## src/hdl/l2_pkg.sv

```systemverilog
package l2_pkg;

	// Word address into the 64-word store
	typedef logic [5:0] l2_addr_t;

	typedef logic [31:0] l2_data_t;	// One data word

	// Byte enables, bit n enables byte n
	typedef logic [3:0] l2_mask_t;

	typedef logic [2:0] l2_op_t;	// Operation code
	typedef logic [1:0] strand_t;	// Strand tag of the requester
	typedef logic core_t;	// Core index

	typedef logic [15:0] pc_count_t;	// Performance counter value

	localparam int NUM_CORES = 2;	// Cores on the request side

	// Operation codes, everything else is rejected
	localparam l2_op_t OP_LOAD = 3'd0;
	localparam l2_op_t OP_STORE = 3'd1;

endpackage

```

## src/hdl/performance_counters.sv

```systemverilog
`timescale 1ns/1ps

module performance_counters #(
	parameter int NUM_COUNTERS = 3
) (
	input logic reset,	// Clock
	input logic clk,	// Async reset
	input logic [NUM_COUNTERS-1:0] pc_event,
	output l2_pkg::pc_count_t [NUM_COUNTERS-1:0] pc_count
);

	always_ff @(posedge reset or posedge clk)
	begin
		if (clk)
			pc_count <= '0;
		else
		begin
			for (int i = 0; i < NUM_COUNTERS; i++)
			begin
				// Hold at all ones instead of wrapping
				if (pc_event[i] && (pc_count[i] != '1))
					pc_count[i] <= pc_count[i] + 1'b1;
			end
		end
	end

endmodule

```

## config.mk

```make
export PLATFORM = sky130hd
export DESIGN_NAME = performance_counters
export DESIGN_NICKNAME = d
export VERILOG_FILES = /design/src/hdl/l2_pkg.sv /design/src/hdl/performance_counters.sv
export SDC_FILE = /design/constraint.sdc
export NUM_CORES = 1
export LEC_CHECK = 0
export ABC_AREA = 1
export BUFFER_PORTS_ARGS = -buffer_cell sky130_fd_sc_hd__buf_2
export CORE_UTILIZATION = 60
export CTS_CLUSTER_SIZE = 28
export DETAILED_ROUTE_END_ITERATION = 12
export PLACE_DENSITY = 0.93
export SYNTH_ARGS = -nofsm -noshare
export SYNTH_HDL_FRONTEND = slang
export SYNTH_SLANG_ARGS = --single-unit
```

## constraint.sdc

```tcl
create_clock -name reset -period 2.4 [get_ports reset]
set_input_delay 0.36 -clock reset [delete_from_list [all_inputs] [get_ports reset]]
set_output_delay 0.36 -clock reset [all_outputs]
set_load 0.02 [all_outputs]
```

==> metrics.md <==
| Metric | Value |
|---|---|
| Netlist Area Pre-Place | 2990 um^2 |
| Reg-to-Reg Start | pc_count[32]$_DFFE_PP0P_ |
| RSZ-0062 raised after global routing | false |
| Placed Cells | 543 |
| Crit share post-route | 75.1% |
| Peak supply drop | 501 uV |
| Worst Setup Start Kind | flip-flop |
| Clk_lat worst skew | 0.31 ns |
| Via count | 2,866 |
| FP Rows | 25 |
| Leak | 1.80 nW |
| Max cap viols | 0 |
| Commonest cells in the netlist | nand2_1 (182), inv_1 (49), dfrtp_1 (48), nor2_1 (40), nand3_1 (24) |
| Wire length of the first global-routing pass | 11.4 mm |
| Detailed placer's ending HPWL | 4.95 mm |
| Fillers | 401 |
| Outcome | completed |
| Layout cell share with drive strength beyond 1 | 16.9% |
| Initial antenna violation count | 0 |
| DP Area | 3300 um^2 |
| Post-route setup TNS | 0 ns |
| Core area | 4750 um^2 |
| Post-cts repair resize count | 0 |
| Post-Layout Cell Count | 552 |
| Clock buffer depth | 2 |
| Routed Antenna Nets | 0 |
| Setup violators final | 0 |
| Postcts setup bufs | 0 |
| Root buf cell | clkbuf_8 |
| Req. time, crit path | 2.65 ns |
| CTS buffer count | 5 |
| Post-synth net total | 434 |
| Clock Skews | 0.00310 ns |
| Synth cell types | 22 |
| Final instance area | 3400 um^2 |
| Io pins | 53 |
| Largest Register | pc_count |
| Detailed-route vias per instance | 5.19 |
| Slew HR | 57.0% |
| Initial Util | 62.8% |
| Final Hold Viols | 0 |
| Final Net Count | 492 |
| Pre-Repair DR Iteration Count | 4 |
| Buffers on Ports | 52 |
| Critical Path Slowest Stage Cell | nor2_2 |
| H-tree levels | 2 |
| Slowest stage delay, CP | 0.49 ns |
| Hold Crit Class | input port to flip-flop |
| Largest register FFs | 48 |
| Ant. Diodes | 0 |
| DRC Markers | 0 |
| Kind of critical path | flip-flop to flip-flop |
| Vias in the first global route | 2,633 |
| Layout area overhead | 13.9% |
| Total chip power | 2.32 mW |
| Fmax | 555 MHz |
| Pwr/cell area | 681 nW/um^2 |
| Clk pin slew, worst setup/hold paths | 0.09 ns |
| CTS tree | built |
| Avg Cell Area, Syn | 7.01 um^2 |
| Top-count cell post-synth | nand2_1 |
| Synth Warn # | 0 |
| Drt initial violations | 210 |
| Worst setup EP type | flip-flop |
| Regs by FF count | pc_count (48) |
| CP Cell Sequence | ha_1, nand2_2, nor2_4, nand2_4, nor2_1, nor2_2, nand2_1, o21ai_2 |
| Die area | 5270 um^2 |
| Worst-Margin Slew | 0.645 ns |
| End-of-flow core utilization | 71.6% |
| Seq/Total Area, Yosys | 40.2% |
| Critical path fanouts, max | 16 |
| Arrival time worst endpoint | 2.05 ns |
| Final slew viol count | 0 |
| Worst setup path startpoint | pc_count[32]$_DFFE_PP0P_ |
| TritonCTS sink count | 48 |
| Drt wl/cell | 12.0 um |
| Hold buffers post-CTS | 1 |
| Top_reg_cell synth | dfrtp_1 |
| Largest net degree at the start of global routing | 25 |
| Die height | 72.6 um |
| Number of flops mapped to enable cells by yosys | 0 |
| Minimum clock period | 1.80 ns |
| Final Worst Setup Slack | 0.597 ns |
| Seq cells post-synth | 48 |
| Post-synth top area cell | dfrtp_1 |
| Top area cells in the synthesized netlist | dfrtp_1 (40%), nand2_1 (23%), inv_1 (6.2%) |
| Mapped Cells | 426 |
| Grt total ovfl | 0 |
| Width of the die | 72.6 um |
| Fraction of registers with async set/reset | 100% |
| Synth top area share | 40.2% |
| Total global-route track usage | 28.0% |
| Worst hold margin | 0.463 ns |
| Placer Congestion | 0.888 |
| Dpl ws | 0.629 ns |
| Hold path start | pc_event[1] |
| Routed Wire Length | 6.64 mm |
[logic make-up (layout without fill, tap and decap cells)]
logic type / Yosys count / in the layout / share of synthesized area (%)
and+or+nand+nor: 279 / 279 / 40.4
AOI/OAI and AO/OA: 27 / 27 / 5.78
DFF: 48 / 48 / 40.2
adders and majority gates: 3 / 3 / 1.26
buffers and inverters: 53 / 112 / 7.66
xor gates and xnor gates: 16 / 16 / 4.69
[cells in the final DEF (no fill, tap or decap), types with 2 or more instances in the layout]
cell type,n
nand2_1,182
buf_2,52
inv_1,48
dfrtp_1,48
nor2_1,40
nand3_1,24
o21ai_0,18
nand4_1,9
xor2_1,9
nand3b_1,9
xnor2_1,7
o21ai_2,6
clkbuf_8,6
nor2_2,4
nor2_4,4
nand2_2,3
ha_1,3
nor3_1,2
clkbuf_1,2
buf_4,2
[report_power, final]
| part | switching [mW] | leakage, nW | internal [mW] | total (mW) |
|---|---|---|---|---|
| Clock | 0.274 | 0.0455 | 0.236 | 0.509 |
| Sequential | 0.187 | 0.635 | 0.936 | 1.12 |
| Combinational | 0.439 | 1.12 | 0.245 | 0.684 |
[worst max-delay path, delay by kind of cell, from the launching register on]
kind | cells | cell delay [ns]
and+or+nand+nor | 6 | 0.94
DFF | 1 | 0.43
adders and majority gates | 1 | 0.27
AOI/OAI and AO/OA | 1 | 0.08
[per-layer routing]
layer	vias up	part of all wire (%)	routed length, um	global-route usage (%)
li1	1435	-	-	-
met1	1345	44	2920	35.3
met2	76	50	3340	47.4
met3	10	4.5	296	6.67
met4	0	1.3	87	9.59
met5	-	0	0	0
[path summary, 6_finish.rpt]
kind,slack [ns],endpoint,depth (start not counted)
min in group asynchronous,0.50,pc_count[46]$_DFFE_PP0P_,3
min reg2reg,0.52,pc_count[30]$_DFFE_PP0P_,2
min,0.46,pc_count[28]$_DFFE_PP0P_,4
max reg2reg,0.60,pc_count[35]$_DFFE_PP0P_,8
max in group asynchronous,1.33,pc_count[12]$_DFFE_PP0P_,4
max,0.60,pc_count[35]$_DFFE_PP0P_,8
[cell type report]
class | instances | area (um^2) | share of cell area, %
inverters | 49 | 184 | 5.41
clock buffers | 8 | 90.1 | 2.65
well taps | 67 | 83.8 | 2.46
multi-input cells | 325 | 1560 | 45.8
repair buffers | 55 | 285 | 8.39
flip-flops and latches | 48 | 1200 | 35.3
Note: power is estimated with default switching activity, not from simulation.
