File: config.mk
export PLATFORM = sky130hd
export DESIGN_NAME = l2_execute
export DESIGN_NICKNAME = d
export VERILOG_FILES = /design/src/hdl/l2_pkg.sv /design/src/hdl/l2_execute.sv
export SDC_FILE = /design/constraint.sdc
export NUM_CORES = 2
export LEC_CHECK = 0
export BUFFER_PORTS_ARGS = -buffer_cell sky130_fd_sc_hd__clkbuf_2
export CELL_PAD_IN_SITES_DETAIL_PLACEMENT = 1
export CELL_PAD_IN_SITES_GLOBAL_PLACEMENT = 1
export CORE_ASPECT_RATIO = 1.25
export CORE_UTILIZATION = 55
export DETAILED_ROUTE_END_ITERATION = 8
export HOLD_SLACK_MARGIN = 0.1
export PLACE_DENSITY = 0.87
export SLEW_MARGIN = 20
export SYNTH_ARGS = -nofsm -noshare
export SYNTH_HDL_FRONTEND = slang
export SYNTH_SLANG_ARGS = --single-unit
File: constraint.sdc
create_clock -name reset -period 186.4 [get_ports reset]
set_clock_uncertainty 0.2 [all_clocks]
set_input_delay 27.96 -clock reset [delete_from_list [all_inputs] [get_ports reset]]
set_output_delay 27.96 -clock reset [all_outputs]
set_load 0.05 [all_outputs]
File: src/hdl/l2_pkg.sv
package l2_pkg;

	// Word address into the 64-word store
	typedef logic [5:0] l2_addr_t;

	typedef logic [31:0] l2_data_t;	// One data word

	// Byte enables, bit n enables byte n
	typedef logic [3:0] l2_mask_t;

	typedef logic [2:0] l2_op_t;	// Operation code
	typedef logic [1:0] strand_t;	// Strand tag of the requester
	typedef logic core_t;	// Core index

	typedef logic [15:0] pc_count_t;	// Performance counter value

	localparam int NUM_CORES = 2;	// Cores on the request side

	// Operation codes, everything else is rejected
	localparam l2_op_t OP_LOAD = 3'd0;
	localparam l2_op_t OP_STORE = 3'd1;

endpackage

File: src/hdl/l2_execute.sv
`timescale 1ns/1ps

module l2_execute (
	input logic reset,	// Clock
	input logic clk,	// Async reset
	input logic dec_valid,
	input l2_pkg::core_t dec_core,
	input l2_pkg::strand_t dec_strand,
	input l2_pkg::l2_addr_t dec_address,
	input l2_pkg::l2_data_t dec_data,
	input l2_pkg::l2_mask_t dec_mask,
	input l2_pkg::l2_op_t dec_op,
	input logic dec_is_load,
	input logic dec_is_store,
	output logic exe_valid,
	output l2_pkg::core_t exe_core,
	output l2_pkg::strand_t exe_strand,
	output l2_pkg::l2_op_t exe_op,
	output l2_pkg::l2_addr_t exe_address,
	output logic exe_status,
	output l2_pkg::l2_data_t exe_word,
	output logic exe_event_load,
	output logic exe_event_store,
	output logic exe_event_error
);
	import l2_pkg::*;

	localparam int WORDS = 1 << $bits(l2_addr_t);	// 64 words
	localparam int BYTES = $bits(l2_mask_t);

	l2_data_t mem [WORDS];
	l2_data_t merged_word;	// Old word with masked bytes replaced

	always_comb
	begin
		merged_word = mem[dec_address];
		for (int b = 0; b < BYTES; b++)
		begin
			if (dec_mask[b])
				merged_word[b*8 +: 8] = dec_data[b*8 +: 8];
		end
	end

	// Array is cleared at reset, store writes the merged word
	always_ff @(posedge reset or posedge clk)
	begin
		if (clk)
		begin
			for (int i = 0; i < WORDS; i++)
				mem[i] <= '0;
		end
		else if (dec_valid && dec_is_store)
			mem[dec_address] <= merged_word;	// Visible to a load on the next cycle
	end

	always_ff @(posedge reset or posedge clk)
	begin
		if (clk)
		begin
			exe_valid <= 1'b0;
			exe_event_load <= 1'b0;
			exe_event_store <= 1'b0;
			exe_event_error <= 1'b0;
		end
		else
		begin
			exe_valid <= dec_valid;
			exe_event_load <= dec_valid && dec_is_load;
			exe_event_store <= dec_valid && dec_is_store;
			exe_event_error <= dec_valid && !dec_is_load && !dec_is_store;	// Rejected op
		end
	end

	always_ff @(posedge reset)
	begin
		exe_core <= dec_core;
		exe_strand <= dec_strand;
		exe_op <= dec_op;
		exe_address <= dec_address;
		exe_status <= dec_is_load || dec_is_store;	// Zero on rejection
		if (dec_is_store)
			exe_word <= merged_word;	// Store returns the merged word
		else if (dec_is_load)
			exe_word <= mem[dec_address];
		else
			exe_word <= '0;
	end

endmodule

==> flow_metrics.py <==
metrics = {
    "worst_setup_path": {
        "critPathMaxFanout": 65,
        "rr_startpoint": "mem[1639]",
        "critPathLaunchType": "primary input",
        "cp_slowest_cell": "buf_4",
        "slowest_delay_ns": 0.85,
        "endpoint_kind": "register",
        "cp_cell_sequence": "buf_8 > buf_4 > buf_4 > buf_4 > mux2_2 > a221oi_1 > o22ai_1 > a22oi_1 > nand4_1 > mux2i_4 > buf_4 > o21ai_0",
        "arrival_ns": 34.55,
        "cp.required_ns": 186.87,
        "startpoint": "dec_address[1]",
        "path_class": "in2reg",
        "crit_top_cell": "buf_4",
    },
    "min_path": {
        "hp-start": "mem[1198]",
        "hp-class": "reg2reg",
    },
    "timing": {
        "fin_hold_ws_ns": 0.274,
        "rsz0062_at_grt": "no",
        "final_hold_viol_count": 0,
        "slew_headroom_pct": 15.1,
        "tightest_slew_ns": 1.27,
        "maxSlewViolCount": 0,
        "max_freq_mhz": 29.3,
        "tns_ns": 0,
        "final-setup-viol-count": 0,
        "period_minus_slack_ns": 34.08,
        "post-route-period-util_pct": 18.3,
    },
    "cells_and_area": {
        "nets": 8386,
        "syn_to_final_growth_pct": 9.21,
        "layout-drive-gt1-share_pct": 15.5,
        "finalNonFillerCells": 10700,
    },
    "drt": {
        "final_antenna_net_count": 0,
        "drc_errors": 0,
        "totalWireLength_um": 411000,
        "drtIter0Drc": 13200,
        "drtPass1Iterations": 9,
        "wire_per_inst_um": 38.4,
        "avgViaCountPerCell": 7.72,
        "dr_total_vias": 82700,
    },
    "synth": {
        "yosysWarnings": 0,
        "synth_top_area_share_pct": 56.2,
        "yosysMostFrequentCell": "dfrtp_1",
        "ys_ff_latch": 2097,
        "synth_cells": 8816,
        "synth_largest_area_cell": "dfrtp_1",
        "syn_area_um2": 91300,
        "syn_avg_cell_area_um2": 10.4,
        "async_flop_share_pct": 97.9,
        "yosysSeqAreaShare_pct": 57.2,
        "synth-edff-count": 0,
        "synth.area.top_cells": "dfrtp_1 (56%), o21ai_0 (9.5%), nand2_1 (7.3%), mux2_2 (6.0%), a221oi_1 (5.8%)",
        "synth_commonest_cells": "dfrtp_1 (2052), nand2_1 (1777), o21ai_0 (1728)",
        "yosysUniqueCellTypes": 76,
        "syn-num-nets": 8869,
        "yosys_most_used_dff": "dfrtp_1",
    },
    "clock_tree": {
        "cts_root_buffer": "clkbuf_16",
        "cts.path.max_buffers": 3,
        "tritoncts": "done",
        "htreeDepth": 4,
        "cts_resized": 0,
        "post_cts_buffers": 0,
        "cts_buffers": 199,
        "path_clk_slew_ns": 0.07,
        "postCtsHoldBufs": 0,
        "clk_latency_ns": 0.92,
        "cts.sinks": 2097,
    },
    "place": {
        "placedCellCount": 10300,
        "gp_congestion": 0.884,
        "place.port_buffers": 101,
        "dp_hpwl_um": 211000,
    },
    "power": {
        "p_int_uw": 772,
        "swShare_pct": 28.7,
        "ir_drop_v": 0.0000118,
        "clkPwrFrac_pct": 39.9,
        "power_leakage_uw": 0.0446,
        "power.switching_uw": 312,
        "pwr-share-comb_pct": 11.9,
        "p_total_uw": 1080,
        "p_per_area_nw_per_um2": 10.9,
        "pwr-share-seq_pct": 48.1,
    },
    "floorplanning": {
        "initial_utilization_pct": 55.6,
        "fp.dieArea_um2": 168000,
        "die_y_um": 458,
        "ioPinCount": 102,
        "die_w_um": 367,
        "coreArea_um2": 164000,
        "num_rows": 166,
    },
    "job": {
        "maxCapViolCount": 0,
    },
    "run_status": {
        "status": "finished, final reports clean",
    },
    "global_routing": {
        "grt_pass1_vias": 88800,
        "antenna_found_initial": 36,
        "grt_max_degree": 198,
        "grt_overflow_total": 0,
        "track_usage_pct": 49.2,
        "grt_pass1_wl_um": 601000,
    },
}
## worst paths after layout
| path | end | cells past startpoint | slack [ns] |
|---|---|---|---|
| max in group asynchronous | mem[228] | 10 | 152.94 |
| max reg2reg | mem[839] | 8 | 182.08 |
| min | mem[1198] | 2 | 0.27 |
| min reg2reg | mem[1198] | 2 | 0.27 |
| max | mem[832] | 12 | 152.32 |
| min in group asynchronous | mem[1335] | 2 | 26.96 |
## power by group through the flow
stage | registers, µW | clock network [µW] | logic [µW]
floorplan | 525 | 0 | 75.2
global placement | 522 | 0 | 110
detailed placement | 526 | 0 | 117
CTS | 520 | 429 | 122
global route | 525 | 445 | 135
finish | 522 | 433 | 129
## critical path: cells and delay by family
kind | cells | cell delay, ns
compound gates | 4 | 1.22
buf+inv | 5 | 3.54
mux | 2 | 0.81
simple gates | 1 | 0.68
## through the flow
step	util (%)	cell area, µm²	worst slack [ns]
6_report	60.7	99800	152.32
3_3_place_gp	56.4	92600	151.47
4_1_cts	60.5	99400	152.07
3_5_place_dp	56.4	92600	151.26
2_1_floorplan	-	91300	100.28
5_1_grt	60.7	99700	152.21
## cell type report
type                       count  area [µm²]
antenna                       31        77.6
clock buffer                 289        5860
clock inverter                82         911
fill                       16900       64500
inverter                      12        70.1
multi-input combinational   5713       35500
sequential                  2097       52300
tap                         2184        2730
timing repair buffer         310        2370
## layer usage
metal,routed length [µm],global-route usage [%]
met3,63100,22.8
met4,44500,43.8
met5,229,1.38
met2,173000,69.7
met1,130000,55.5
## kinds of logic (layout without fill, tap and decap cells)
family                 count (synthesis)  count (layout)  share of synthesized area (%)
buffers and inverters               1006             693                           5.00
AO/OA/AOI/OAI                       2993            2993                           20.6
other                                  0              31                              0
flip-flops                          2097            2097                           57.2
AND/OR/NAND/NOR                     2145            2145                           9.90
multiplexers                         575             575                           7.31
## placed cells by master, fill, tap and decap left out, types with 31 or more instances in the layout
| cell | count |
|---|---|
| a21oi_1 | 79 |
| a221oi_1 | 606 |
| a22o_1 | 40 |
| a22oi_1 | 185 |
| buf_4 | 183 |
| clkbuf_1 | 40 |
| clkbuf_16 | 203 |
| clkbuf_2 | 98 |
| clkbuf_8 | 46 |
| clkinv_2 | 43 |
| dfrtp_1 | 2052 |
| dfxtp_1 | 45 |
| diode_2 | 31 |
| mux2_2 | 483 |
| mux2i_1 | 52 |
| nand2_1 | 1713 |
| nand2b_1 | 34 |
| nand3b_1 | 49 |
| nor2_1 | 37 |
| nor3_1 | 39 |
| o21ai_0 | 1725 |
| o221ai_1 | 45 |
| o22ai_1 | 144 |
## sequential cells by signal, indices dropped and copies added, names as in the netlist
register	flops
exe_core	1
exe_status	1
exe_word	32
exe_event_error	1
exe_event_store	1
mem	2048
exe_strand	2
exe_event_load	1
exe_valid	1
exe_address	6
exe_op	3
Power figures use the tool's default switching activity.
