--- src/hdl/l2_pkg.sv ---
package l2_pkg;

	// Word address into the 64-word store
	typedef logic [5:0] l2_addr_t;

	typedef logic [31:0] l2_data_t;	// One data word

	// Byte enables, bit n enables byte n
	typedef logic [3:0] l2_mask_t;

	typedef logic [2:0] l2_op_t;	// Operation code
	typedef logic [1:0] strand_t;	// Strand tag of the requester
	typedef logic core_t;	// Core index

	typedef logic [15:0] pc_count_t;	// Performance counter value

	localparam int NUM_CORES = 2;	// Cores on the request side

	// Operation codes, everything else is rejected
	localparam l2_op_t OP_LOAD = 3'd0;
	localparam l2_op_t OP_STORE = 3'd1;

endpackage

--- src/hdl/l2_request_queue.sv ---
`timescale 1ns/1ps

module l2_request_queue #(
	parameter int REQ_CREDITS = 4
) (
	input logic reset,	// Clock
	input logic clk,	// Async reset, active high
	input logic push,
	input l2_pkg::strand_t push_strand,
	input l2_pkg::l2_op_t push_op,
	input l2_pkg::l2_addr_t push_address,
	input l2_pkg::l2_data_t push_data,
	input l2_pkg::l2_mask_t push_mask,
	input logic pop,
	output logic not_empty,
	output l2_pkg::strand_t head_strand,
	output l2_pkg::l2_op_t head_op,
	output l2_pkg::l2_addr_t head_address,
	output l2_pkg::l2_data_t head_data,
	output l2_pkg::l2_mask_t head_mask,
	output logic credit_return
);
	import l2_pkg::*;

	localparam int PTR_W = (REQ_CREDITS > 1) ? $clog2(REQ_CREDITS) : 1;
	localparam int CNT_W = $clog2(REQ_CREDITS + 1);
	localparam logic [PTR_W-1:0] LAST = PTR_W'(REQ_CREDITS - 1);	// Pointer wrap point

	strand_t strand_mem [REQ_CREDITS];	// One slot per credit
	l2_op_t op_mem [REQ_CREDITS];
	l2_addr_t address_mem [REQ_CREDITS];
	l2_data_t data_mem [REQ_CREDITS];
	l2_mask_t mask_mem [REQ_CREDITS];
	logic [PTR_W-1:0] wr_ptr;
	logic [PTR_W-1:0] rd_ptr;
	logic [CNT_W-1:0] count;	// Occupied entries

	always_ff @(posedge reset or posedge clk)
	begin
		if (clk)
		begin
			wr_ptr <= '0;
			rd_ptr <= '0;
			count <= '0;
		end
		else
		begin
			if (push)
				wr_ptr <= (wr_ptr == LAST) ? '0 : wr_ptr + 1'b1;	// Circular wrap
			if (pop)
				rd_ptr <= (rd_ptr == LAST) ? '0 : rd_ptr + 1'b1;
			if (push && !pop)
				count <= count + 1'b1;
			else if (pop && !push)
				count <= count - 1'b1;	// Simultaneous push and pop keeps count
		end
	end

	always_ff @(posedge reset)
	begin
		if (push)
		begin
			strand_mem[wr_ptr] <= push_strand;	// Payload only, no reset
			op_mem[wr_ptr] <= push_op;
			address_mem[wr_ptr] <= push_address;
			data_mem[wr_ptr] <= push_data;
			mask_mem[wr_ptr] <= push_mask;
		end
	end

	assign not_empty = (count != '0);
	assign head_strand = strand_mem[rd_ptr];	// Head visible without a read cycle
	assign head_op = op_mem[rd_ptr];
	assign head_address = address_mem[rd_ptr];
	assign head_data = data_mem[rd_ptr];
	assign head_mask = mask_mem[rd_ptr];
	assign credit_return = pop;	// Slot freed, credit goes back to the core

endmodule

--- src/hdl/l2_arbiter.sv ---
`timescale 1ns/1ps

module l2_arbiter #(
	parameter int REQ_CREDITS = 4
) (
	input logic reset,	// Clock
	input logic clk,	// Async reset
	input logic req_valid_0,
	input l2_pkg::strand_t req_strand_0,
	input l2_pkg::l2_op_t req_op_0,
	input l2_pkg::l2_addr_t req_address_0,
	input l2_pkg::l2_data_t req_data_0,
	input l2_pkg::l2_mask_t req_mask_0,
	input logic req_valid_1,
	input l2_pkg::strand_t req_strand_1,
	input l2_pkg::l2_op_t req_op_1,
	input l2_pkg::l2_addr_t req_address_1,
	input l2_pkg::l2_data_t req_data_1,
	input l2_pkg::l2_mask_t req_mask_1,
	output logic credit_return_0,
	output logic credit_return_1,
	output logic grant_valid,
	output l2_pkg::core_t grant_core,
	output l2_pkg::strand_t grant_strand,
	output l2_pkg::l2_op_t grant_op,
	output l2_pkg::l2_addr_t grant_address,
	output l2_pkg::l2_data_t grant_data,
	output l2_pkg::l2_mask_t grant_mask
);
	import l2_pkg::*;

	logic not_empty_0;
	logic not_empty_1;
	strand_t head_strand_0;
	strand_t head_strand_1;
	l2_op_t head_op_0;
	l2_op_t head_op_1;
	l2_addr_t head_address_0;
	l2_addr_t head_address_1;
	l2_data_t head_data_0;
	l2_data_t head_data_1;
	l2_mask_t head_mask_0;
	l2_mask_t head_mask_1;
	core_t last_granted;	// Round-robin history
	core_t sel;	// Queue picked this cycle

	l2_request_queue #(.REQ_CREDITS(REQ_CREDITS)) i_queue_0 (
		.reset(reset),
		.clk(clk),
		.push(req_valid_0),
		.push_strand(req_strand_0),
		.push_op(req_op_0),
		.push_address(req_address_0),
		.push_data(req_data_0),
		.push_mask(req_mask_0),
		.pop(grant_valid && (sel == 1'b0)),
		.not_empty(not_empty_0),
		.head_strand(head_strand_0),
		.head_op(head_op_0),
		.head_address(head_address_0),
		.head_data(head_data_0),
		.head_mask(head_mask_0),
		.credit_return(credit_return_0)
	);

	l2_request_queue #(.REQ_CREDITS(REQ_CREDITS)) i_queue_1 (
		.reset(reset),
		.clk(clk),
		.push(req_valid_1),
		.push_strand(req_strand_1),
		.push_op(req_op_1),
		.push_address(req_address_1),
		.push_data(req_data_1),
		.push_mask(req_mask_1),
		.pop(grant_valid && (sel == 1'b1)),
		.not_empty(not_empty_1),
		.head_strand(head_strand_1),
		.head_op(head_op_1),
		.head_address(head_address_1),
		.head_data(head_data_1),
		.head_mask(head_mask_1),
		.credit_return(credit_return_1)
	);

	// Both waiting: take the one not granted last, otherwise whoever has work
	assign sel = (not_empty_0 && not_empty_1) ? ~last_granted : not_empty_1;
	assign grant_valid = not_empty_0 || not_empty_1;
	assign grant_core = sel;
	assign grant_strand = sel ? head_strand_1 : head_strand_0;
	assign grant_op = sel ? head_op_1 : head_op_0;
	assign grant_address = sel ? head_address_1 : head_address_0;
	assign grant_data = sel ? head_data_1 : head_data_0;
	assign grant_mask = sel ? head_mask_1 : head_mask_0;

	always_ff @(posedge reset or posedge clk)
	begin
		if (clk)
			last_granted <= 1'b1;	// Core 0 wins the first tie
		else if (grant_valid)
			last_granted <= sel;
	end

endmodule

--- config.mk ---
export PLATFORM = sky130hd
export DESIGN_NAME = l2_arbiter
export DESIGN_NICKNAME = d
export VERILOG_FILES = /design/src/hdl/l2_pkg.sv /design/src/hdl/l2_request_queue.sv /design/src/hdl/l2_arbiter.sv
export SDC_FILE = /design/constraint.sdc
export NUM_CORES = 1
export LEC_CHECK = 0
export BUFFER_PORTS_ARGS = -buffer_cell sky130_fd_sc_hd__buf_2
export CORE_ASPECT_RATIO = 0.8
export CORE_MARGIN = 10
export CORE_UTILIZATION = 55
export DETAILED_ROUTE_END_ITERATION = 12
export GPL_TIMING_DRIVEN = 1
export PLACE_DENSITY_LB_ADDON = 0.2
export SYNTH_ARGS = -nofsm -noshare
export SYNTH_HDL_FRONTEND = slang
export SYNTH_SLANG_ARGS = --single-unit
export TNS_END_PERCENT = 5
--- constraint.sdc ---
create_clock -name reset -period 3.8 [get_ports reset]
set_input_delay 0.76 -clock reset [delete_from_list [all_inputs] [get_ports reset]]
set_output_delay 0.76 -clock reset [all_outputs]
set_load 0.005 [all_outputs]
==> results_dict.tcl <==
set metrics [dict create \
    insertion_delay_ns 0.52 \
    whs_ns 0.3244 \
    numCtsBuffers 38 \
    synth_seq_area_share_pct 76.20 \
    drt-wirelength-per-cell_um 25.08 \
    synth_top_cells_by_area "edfxtp_1 (74%), mux4_2 (11%), mux2_4 (4.6%)" \
    cpMaxStageDelayCell "dfrtp_4" \
    grt_pass1_wl_um 45800 \
    ios 149 \
    drv_slew 0 \
    start_util_pct 55.96 \
    path_max_fanout 29 \
    postRouteAntennaNets 0 \
    num_vias 6828 \
    required_ns 3.04 \
    hp-class "input pin to async pin" \
    synth.avg_cell_area_sq_um 24.50 \
    grt_pass1_vias 7536 \
    die_w_um 206.6 \
    gp_congestion 0.7007 \
    drive_gt1_share_pct 42.93 \
    outcome "complete, no violations" \
    drt_iter0_drc 493 \
    critPathArrivalTime_ns 2.68 \
    fp.dieH_um 169.2 \
    row_count 54 \
    critPathKind "flip-flop to output pin" \
    cap_violations 0 \
    hold_viol_final 0 \
    ys_warn_count 0 \
    syn_nets 737 \
    cts_root_buf "clkbuf_16" \
    htreeDepth 2 \
    setup_viol 0 \
    post-dp-hpwl_um 19640 \
    postCtsSetupRepairBufs 0 \
    vias_per_cell 5.671 \
    cts.sinks 391 \
    slowest_delay_ns 0.86 \
    crit_path_start_kind "flip-flop" \
    dieArea_sq_um 34960 \
    layoutNonFillerInstCount 1204 \
    area_delta_synth_final_pct 15.73 \
    synth_cells 625 \
    antenna_found_initial 8 \
    fin_skew_ns 0.01228 \
    tightest_slew_ns 1.049 \
    totalPowerFinal_mw 14.12 \
    cp-end-kind "output pin" \
    clk_pin_slew_ns 0.06 \
    post-route-period-util_pct 90.41 \
    yosysTopAreaCell "edfxtp_1" \
    fin_crit_ns 3.436 \
    grt_overflow 0 \
    core_sq_um 27360 \
    cts_tree "yes" \
    p_leak_nw 6.250 \
    grt_util_all_layers_pct 17.47 \
    power.density_nw_per_um2 796.9 \
    fmax_mhz 291.1 \
    clk_path_buf_depth 3 \
    cts_hold_buf 0 \
    max-slew-margin-rel_pct 30.05 \
    place_area_sq_um 16510 \
    drc 0 \
    port_buffers 148 \
    crit_chain "buf_12, mux4_1, mux2_4, buf_2" \
    cts_resized 0 \
    setup_tns_ns 0 \
    ir_worst_vdd_mv 0.4643 \
    drt_pass1_iterations 5 \
    ys_seq_elements 391 \
    dpl.cell_count 1131 \
    synth_top_area_share_pct 73.74 \
    final_nets 919 \
    yosysUniqueCellTypes 31 \
    grt_max_degree 37 \
    routed_wirelength_um 30200 \
    syn_area_sq_um 15310 \
    design_area_sq_um 17720 \
    rsz0062_at_grt "false" \
]
-- Yosys cell counts (all sizes together) --
| cell type | number |
|---|---|
| a21o | 1 |
| clkbuf | 8 |
| nor2 | 4 |
| ha | 12 |
| dfstp | 1 |
| mux4 | 94 |
| and2 | 8 |
| buf | 19 |
| fa | 2 |
| nor3 | 2 |
| or3 | 1 |
| dfrtp | 14 |
| mux2 | 53 |
| o21ai | 6 |
| inv | 12 |
| xor2 | 4 |
| nand2 | 4 |
| nand3 | 2 |
| xnor2 | 2 |
| edfxtp | 376 |
-- per-stage QoR --
step                      utilization (%)  setup WS, ns
after floorplan                         -         1.503
after detailed placement            60.33        0.8534
after CTS                           64.71        0.3079
after global routing                64.71        0.2321
final                               64.76        0.3643
after global placement              60.33        0.8744
-- layer usage --
layer,vias up,part of all wire (%),track usage (%)
met5,-,0.14,0
met4,6,1.7,4.245
met1,3592,41,22.77
met2,172,51,28.94
met3,45,6.5,4.541
li1,3013,-,-
-- worst paths after layout --
path | startpoint | depth (start not counted) | to | slack (ns)
worst max-delay path | i_queue_1.rd_ptr[0]$_DFFE_PP0P_ | 4 | grant_data[22] | 0.36
worst min-delay path | clk | 2 | i_queue_1.rd_ptr[0]$_DFFE_PP0P_ | 0.32
worst max register to register | i_queue_1.count[0]$_DFFE_PP0P_ | 9 | i_queue_1.count[2]$_DFFE_PP0P_ | 0.99
worst min register to register | i_queue_1.count[2]$_DFFE_PP0P_ | 1 | i_queue_1.count[2]$_DFFE_PP0P_ | 0.50
max in group asynchronous | clk | 2 | i_queue_0.rd_ptr[0]$_DFFE_PP0P_ | 3.02
min in group reset | req_data_1[19] | 1 | i_queue_1.data_mem[1][19]$_DFFE_PP_ | 0.45
-- worst max-delay path, delay by kind of cell, from the launching register on --
kind,cells,cell delay [ns]
flip-flops,1,0.86
multiplexers,2,0.87
buffers and inverters,2,0.42
-- cell usage in the layout (no fill, tap or decap), types with 10 or more instances in the layout --
| master | count |
|---|---|
| buf_2 | 148 |
| mux2_4 | 47 |
| clkbuf_16 | 41 |
| edfxtp_1 | 376 |
| clkbuf_1 | 10 |
| ha_1 | 12 |
| dfrtp_1 | 10 |
| inv_1 | 11 |
| mux4_1 | 22 |
| mux4_2 | 72 |
| buf_4 | 17 |
-- report_power, final --
part	switching (mW)	internal (mW)	leakage, nW	total (mW)
Combinational	1.97	2.50	2.04	4.47
Clock	1.46	2.12	0.588	3.58
Sequential	0.519	5.55	3.63	6.07
-- cell type report --
type,count,area [sq um]
antenna,6,15.01
clock buffer,52,1077
clock inverter,15,120.1
fill,1809,9643
inverter,12,45.04
multi-input combinational,195,3382
sequential,391,11680
tap,364,455.4
timing repair buffer,169,948.4
-- kinds of logic after synthesis --
kind of cell | Yosys count | synth area share, %
DFF | 391 | 76.20
muxes | 147 | 19.41
buffers and inverters | 39 | 1.822
and+or+nand+nor | 21 | 0.7272
adders and majority gates | 14 | 1.242
AOI/OAI and AO/OA | 7 | 0.2533
xor gates and xnor gates | 6 | 0.3432
-- sequential cells by signal (all words and copies together) (netlist names), 3 cells and up --
register	cells
i_queue_0.address_mem	24
i_queue_0.count	3
i_queue_0.data_mem	128
i_queue_0.mask_mem	16
i_queue_0.op_mem	12
i_queue_0.strand_mem	8
i_queue_1.address_mem	24
i_queue_1.count	3
i_queue_1.data_mem	128
i_queue_1.mask_mem	16
i_queue_1.op_mem	12
i_queue_1.strand_mem	8
Note: power is estimated with default switching activity, not from simulation.
