<file path="config.mk">
export PLATFORM = sky130hd
export DESIGN_NAME = l2_result
export DESIGN_NICKNAME = d
export VERILOG_FILES = /design/src/hdl/l2_pkg.sv /design/src/hdl/l2_result.sv
export SDC_FILE = /design/constraint.sdc
export NUM_CORES = 1
export LEC_CHECK = 0
export BUFFER_PORTS_ARGS = -buffer_cell sky130_fd_sc_hd__buf_2
export CORE_AREA = 3 3 68 70
export CTS_BUF_LIST = sky130_fd_sc_hd__clkbuf_4
export DETAILED_ROUTE_END_ITERATION = 16
export DIE_AREA = 0 0 71 73
export GPL_ROUTABILITY_DRIVEN = 0
export SLEW_MARGIN = 25
export SYNTH_ARGS = -nofsm -noshare
export SYNTH_HDL_FRONTEND = slang
export SYNTH_SLANG_ARGS = --single-unit
export TNS_END_PERCENT = 50
</file>
<file path="constraint.sdc">
create_clock -name reset -period 0.8 [get_ports reset]
set_input_delay 0.08 -clock reset [delete_from_list [all_inputs] [get_ports reset]]
set_output_delay 0.08 -clock reset [all_outputs]
set_load 0.05 [all_outputs]
</file>
<file path="src/hdl/l2_pkg.sv">
package l2_pkg;

	// Word address into the 64-word store
	typedef logic [5:0] l2_addr_t;

	typedef logic [31:0] l2_data_t;	// One data word

	// Byte enables, bit n enables byte n
	typedef logic [3:0] l2_mask_t;

	typedef logic [2:0] l2_op_t;	// Operation code
	typedef logic [1:0] strand_t;	// Strand tag of the requester
	typedef logic core_t;	// Core index

	typedef logic [15:0] pc_count_t;	// Performance counter value

	localparam int NUM_CORES = 2;	// Cores on the request side

	// Operation codes, everything else is rejected
	localparam l2_op_t OP_LOAD = 3'd0;
	localparam l2_op_t OP_STORE = 3'd1;

endpackage

</file>
<file path="src/hdl/l2_result.sv">
`timescale 1ns/1ps

module l2_result (
	input logic reset,	// Clock
	input logic clk,	// Async reset
	input logic exe_valid,
	input l2_pkg::core_t exe_core,
	input l2_pkg::strand_t exe_strand,
	input l2_pkg::l2_op_t exe_op,
	input l2_pkg::l2_addr_t exe_address,
	input logic exe_status,
	input l2_pkg::l2_data_t exe_word,
	output logic rsp_valid,
	output l2_pkg::core_t rsp_core,
	output l2_pkg::strand_t rsp_strand,
	output l2_pkg::l2_op_t rsp_op,
	output logic rsp_status,
	output l2_pkg::l2_addr_t rsp_address,
	output l2_pkg::l2_data_t rsp_data,
	output logic [l2_pkg::NUM_CORES-1:0] rsp_update
);
	import l2_pkg::*;

	logic [NUM_CORES-1:0] update_next;	// Cores that must refresh their copy

	always_comb
	begin
		update_next = '0;
		if (exe_valid && exe_status)
		begin
			if (exe_op == OP_LOAD)
				update_next[exe_core] = 1'b1;	// Requester only
			else
				update_next = '1;	// Store, every core refreshes
		end
	end

	always_ff @(posedge reset or posedge clk)
	begin
		if (clk)
		begin
			rsp_valid <= 1'b0;
			rsp_update <= '0;
		end
		else
		begin
			rsp_valid <= exe_valid;
			rsp_update <= update_next;
		end
	end

	always_ff @(posedge reset)
	begin
		rsp_core <= exe_core;	// Broadcast fields, filtered by rsp_core at the cores
		rsp_strand <= exe_strand;
		rsp_op <= exe_op;
		rsp_status <= exe_status;
		rsp_address <= exe_address;
		rsp_data <= exe_word;
	end

endmodule

</file>
==> impl_results.md, run 1 <==
- Status: finished, violations left
- Violated checks: setup timing
- Layout cells sized above 1: between 70% and 80%
- Total internal power: about 3.5 mW
- Synth-to-Final Area Change: 155.5%
- Post-synthesis sequential area ratio: 96.89%
- Post-layout nets: 251
- Post-Syn Nets: 102
- Hold_ws: 0.1240 ns
- Max stage delay on crit path: 0.41 ns
- Leading area contributor after synthesis: dfxtp_1
- Slew HR: 91.12%
- Critical Path End: rsp_update[0]
- Fin. Hold Viols: 0
- EDFF count, synth: 0
- Mapped Cells: 54
- Port Buffers: 95
- Clock root buffer: clkbuf_4
- Critical path endpoint category: output pin
- CTS Sinks: 48
- # diodes: 0
- Switch Pwr: about 1.3 mW
- Cell Rows: 23
- Final setup viols: 48
- Leak: 1.195 nW
- Fin area: 2574 um^2
- Switching Share: roughly 28%
- CP Cell Sequence: buf_6
- Synth cell count leaders: dfxtp_1 (45), dfrtp_1 (3), a21oi_1 (2), inv_1 (2)
- Worst Path Required: 0.72 ns
- PwrDens: 1880 nW/um^2
- GRT Residual Overflow: 0
- Fin worst setup slack: -0.1854 ns
- Synth Area in Compound Gates: less than 1%
- Initial DRC count: 18
- Final Power: 4.839 mW
- Fmax: between 1000 and 1500 MHz
- Flop pwr share: roughly 54%
- Via density per instance: between 3 and 4
- CP Launch Type: flip-flop
- Final std cells w/o fill: 254
- CP Class: reg2out
- Placed Area: approximately 1500 um^2
- First-pass DRT Iterations: 2
- Clock Power Share: 22.3%
- Core ar.: 4029 um^2
- Worst hold path class: in2async
- CP top delay family: flip-flops
- WL final: 3493 um
- Peak supply drop: 1.012 mV
- CP startpoint: rsp_update[0]
- CP max-delay cell: dfrtp_1
- Synth Area in Adders: 0%
- Least-Margin Pin Slew: 0.1327 ns
- Synth Area in Simple Gates: 1.366%
- Largest family of logic cells by synthesized area: simple AND/OR/NAND/NOR gates
- WL per Instance: roughly 14 um
- Vias post-DR: 958
- Initial Utilization: roughly 25%
- Max-slew violation count: 0
- Library cells used by synthesis: 6
- Mux cell area share after synthesis: 0%
- Post-DRT Antenna Nets: 0
- Arrival time worst endpoint: about 0.91 ns
- CP Depth: 1
- Max_cap viols: 0
- Global-route wire length before repair: around 5400 um
- Post CTS Setup Buffer Count: 0
- Placed cells: 199
- Largest net degree at the start of global routing: 14
- XOR/XNOR Fraction of Synth Area: 0%
- Syn_area_per_cell: 18.65 um^2
- Fillers: 304
- Final core occ: 63.88%
- Logic pwr share: around a quarter
- RSZ-0062 raised after global routing: yes
- Die area: 5183 um^2
- Initial antenna violation count: 0
- Synth Cell Area: 1007 um^2
- CTS tree: built
- Crit path time final: 0.9854 ns
- CTS Buf Count: 5
- Main synth FF type: dfxtp_1
- Clk slew on worst S/H paths: ~0.12 ns
- Total global-route track usage: 14.07%
- Vert. Die Dim: 73 um
- DRC Markers: 0
- Synthesized flop and latch total: 48
- Die Width: 71 um
- Ys async rst share: under 10%
- Area share of the largest cell type after synthesis: between 80% and 90%
- Buffers & Inverters on Critical Path: 1
- I/O pins: 96
- Synth top area cells: dfxtp_1 (89%), dfrtp_1 (7.5%), a21oi_1 (0.99%), nor3_2 (0.99%), inv_1 (0.75%)
- Ys Warns: 0
- H-tree levels: 2
- Clk buf depth: 2
- Final worst path period share: 123.2%
- Most common cell in the netlist: dfxtp_1
- Vias in the first global route: roughly 1100
- Worst-path fanout max: 1
==> worst min-delay path by stage <==
| stage | from | endpoint | slack, ns | depth (start not counted) |
|---|---|---|---|---|
| after CTS | clk | rsp_update[0] | 0.12 | 3 |
| final | clk | rsp_update[0] | 0.12 | 3 |
| after global placement | clk | rsp_valid | -0.05 | 2 |
| after floorplan | clk | rsp_update[0] | -0.17 | 1 |
| after global routing | clk | rsp_update[0] | 0.12 | 3 |
| after detailed placement | clk | rsp_update[0] | -0.04 | 2 |
==> cells in the final DEF (no fill, tap or decap), types with 2 or more instances in the layout <==
master,netlist,layout
dlygate4sd3_1,0,47
buf_2,0,47
dfxtp_2,0,45
buf_8,0,37
buf_6,0,11
clkbuf_4,0,7
dfrtp_1,3,3
a21oi_1,2,2
inv_1,2,2
==> routing by layer <==
metal  track usage [%]  part of all wire [%]  vias up
li1                  -                     -      461
met1             12.88                    32      437
met2             27.81                    58       55
met3             6.336                   9.3        5
met4             3.758                  0.89        0
met5                 0                     0        -
==> power by group through the flow <==
stage / Clock, mW / Sequential (mW) / Combinational, mW
2_1_floorplan: 0 / 3.07 / 0.00952
3_3_place_gp: 0 / 2.60 / 0.715
3_5_place_dp: 0 / 2.60 / 0.718
4_1_cts: 1.15 / 2.61 / 1.10
5_1_grt: 1.25 / 2.64 / 1.18
6_report: 1.08 / 2.63 / 1.14
==> sequential cells by signal, summed over array words and instances (netlist names) <==
signal / cells
rsp_update: 2
rsp_data: 32
rsp_op: 3
rsp_core: 1
rsp_strand: 2
rsp_valid: 1
rsp_address: 6
rsp_status: 1
==> cells by family after synthesis <==
family          Yosys count
simple gates              2
compound gates            2
flops                    48
buf+inv                   2
==> what timing repair did <==
action | 4_1_cts | 5_1_grt
hold buffers | 47 | 0
hold endpoints to repair | 51 | 0
setup endpoints to repair | 48 | 50
pin swaps | 0 | 0
resized for setup | 165 | 14
==> per-stage QoR <==
step | setup slack, ns | TNS (ns)
global route | -0.2399 | -8.234
floorplan | 0.1327 | 0
CTS | -0.2097 | -6.659
detailed placement | 0.1505 | 0
global placement | 0.1677 | 0
finish | -0.1854 | -5.436
==> area by class of cell <==
cell class	instances	area (um^2)	share of cell area, %
Clock buffer	7	52.55	2.042
Inverter	2	7.507	0.2917
Sequential cell	48	1032	40.11
Multi-Input combinational cell	4	30.03	1.167
Tap cell	50	62.56	2.431
Clock inverter	1	3.754	0.1458
Timing Repair Buffer	142	1385	53.82
No activity file was read; power rests on OpenSTA's default activity.
==> run 2, diff against run 1 <==
Settings changed: BUFFER_PORTS_ARGS -buffer_cell sky130_fd_sc_hd__buf_2 to -buffer_cell sky130_fd_sc_hd__buf_4.
==> run 2 against run 1 <==
Utilization grew 3.6 points. The flow still finishes with violations (setup timing). Critical endpoint unchanged. Global-route usage shrank 1.2 points. Worst setup slack lost 0.0049 ns. Worst hold slack gained 0.018 ns. Fmax shrank 0.49%. Sequential cell count is the same. Power grew 8.6%. Sequential power is essentially flat. Largest power group unchanged. Cell area grew 5.7%. Critical path depth is the same. Sequential share of layout area shrank 2.2 points. Final cell count is the same.
==> impl_results.md, run 2 (synthesized netlist as in run 1, its figures left out) <==
- Status: finished, violations left
- Violated checks: setup timing
- Switch Pwr: 1.428 mW (+6.6%)
- Cell Rows: 23 (unchanged)
- Logic pwr share: 22.9% (-0.6 points)
- Placed cells: 199 (unchanged)
- Final setup viols: 48 (unchanged)
- Max stage delay on crit path: 0.41 ns (about the same)
- Placed Area: 1783 um^2 (+15%)
- Initial antenna violation count: 0 (unchanged)
- Total internal power: 3.827 mW (+9.3%)
- CP top delay family: flip-flops
- Vias in the first global route: 1087 (+1.1%)
- Slew HR: 89.60% (-1.5 points)
- CTS Buf Count: 5 (unchanged)
- CTS tree: built
- Post CTS Setup Buffer Count: 0 (unchanged)
- DRC Markers: 0 (unchanged)
- # diodes: 0 (unchanged)
- CP max-delay cell: dfrtp_1
- I/O pins: 96 (unchanged)
- Total global-route track usage: 12.82% (-1.2 points)
- CP startpoint: rsp_update[0]
- Post-layout nets: 251 (unchanged)
- Worst hold path class: in2async
- Core ar.: 4029 um^2 (unchanged)
- Final std cells w/o fill: 254 (unchanged)
- Max-slew violation count: 0 (unchanged)
- Initial DRC count: 11 (-7)
- Peak supply drop: 1.089 mV (+7.5%)
- Vias post-DR: 961 (+0.31%)
- Flop pwr share: 50.0% (-4.2 points)
- Clk slew on worst S/H paths: 0.13 ns (about the same)
- Global-route wire length before repair: 4981 um (-7.3%)
- Clock Power Share: 27.1% (+4.8 points)
- Fillers: 291 (-4.3%)
- Fin worst setup slack: -0.1902 ns (-0.004852 ns)
- Switching Share: 27.17% (-0.50 points)
- CTS Sinks: 48 (unchanged)
- GRT Residual Overflow: 0 (unchanged)
- First-pass DRT Iterations: 4 (+2)
- Vert. Die Dim: 73 um (unchanged)
- Top reg by flops: rsp_data
- Initial Utilization: 25.00% (unchanged)
- Final worst path period share: 123.8% (+0.61 points)
- Fin area: 2720 um^2 (+5.7%)
- Worst Path Required: 0.72 ns (about the same)
- Commonest cells after routing, fill and taps aside: dlygate4sd3_1 (47), buf_4 (47), dfxtp_2 (45)
- H-tree levels: 2 (unchanged)
- Via density per instance: 3.783 (+0.31%)
- Largest registers: rsp_data x32, rsp_address x6, rsp_op x3
- Final core occ: 67.52% (+3.6 points)
- Leak: 1.245 nW (+4.1%)
- PwrDens: 1932 nW/um^2 (+2.8%)
- Clock root buffer: clkbuf_4
- WL final: 3430 um (-1.8%)
- Max_cap viols: 0 (unchanged)
- Least-Margin Pin Slew: 0.1551 ns (+0.02236 ns)
- Clk buf depth: 2 (unchanged)
- Fmax: 1010 MHz (-0.49%)
- RSZ-0062 raised after global routing: yes
- Fin. Hold Viols: 0 (unchanged)
- Arrival time worst endpoint: 0.91 ns (about the same)
- CP Cell Sequence: buf_6
- Buffers & Inverters on Critical Path: 1 (unchanged)
- Largest net degree at the start of global routing: 17 (+3)
- CP Launch Type: flip-flop
- Worst-path fanout max: 1 (unchanged)
- Post-DRT Antenna Nets: 0 (unchanged)
- Die area: 5183 um^2 (unchanged)
- CP Class: reg2out
- Largest register FFs: 32 (unchanged)
- WL per Instance: 13.50 um (-1.8%)
- Critical path endpoint category: output pin
- Synth-to-Final Area Change: 170.1%
- Layout cells sized above 1: 73.04% (+0.49 points)
- Die Width: 71 um (unchanged)
- Crit path time final: 0.9902 ns (+0.004852 ns)
- Port Buffers: 95 (unchanged)
## run 2: area by class of cell
type | count | area, um^2 | area share [%]
Clock buffer | 5 | 37.54 | 1.380
Multi-Input combinational cell | 4 | 23.77 | 0.8740
Sequential cell | 48 | 1032 | 37.95
Inverter | 2 | 7.507 | 0.2760
Clock inverter | 3 | 46.29 | 1.702
Tap cell | 50 | 62.56 | 2.300
Timing Repair Buffer | 142 | 1510 | 55.52
## run 2: what timing repair did
action                                 4_1_cts  5_1_grt
pin swaps                                    0        0
hold buffers                                47        0
setup endpoints to repair                   48       48
endpoints found under the hold margin       51        0
resized for setup                          122       10
## run 2: routing by layer
| layer | up-vias | wire (um) | global-route usage [%] |
|---|---|---|---|
| met2 | 55 | 2045 | 25.75 |
| met5 | - | 0 | 0 |
| met3 | 4 | 305 | 5.647 |
| met4 | 0 | 19 | 2.505 |
| li1 | 462 | - | - |
| met1 | 440 | 1061 | 11.86 |
## run 2: final timing paths
check                           endpoint  slack, ns  depth (start not counted)
worst max-delay path       rsp_update[0]      -0.19                          1
worst min-delay path       rsp_update[0]       0.14                          3
max in group asynchronous  rsp_update[1]       0.52                          3
min in group reset          rsp_data[17]       0.35                          2
## run 2: through the flow
| step | hold WS (ns) | setup TNS (ns) | power [mW] | worst slack, ns |
|---|---|---|---|---|
| after CTS | 0.1256 | -7.376 | 5.283 | -0.2133 |
| after global placement | -0.03593 | 0 | 3.458 | 0.1966 |
| final | 0.1418 | -6.464 | 5.255 | -0.1902 |
| after global routing | 0.1396 | -8.806 | 5.458 | -0.2398 |
| after floorplan | -0.1664 | 0 | 3.075 | 0.1327 |
| after detailed placement | -0.03568 | 0 | 3.470 | 0.1902 |
## run 2: power by group through the flow
stage / registers (mW) / clock network, mW / logic (mW)
final: 2.63 / 1.42 / 1.20
after floorplan: 3.07 / 0 / 0.00952
after global routing: 2.64 / 1.57 / 1.25
after detailed placement: 2.61 / 0 / 0.859
after global placement: 2.61 / 0 / 0.852
after CTS: 2.62 / 1.48 / 1.18
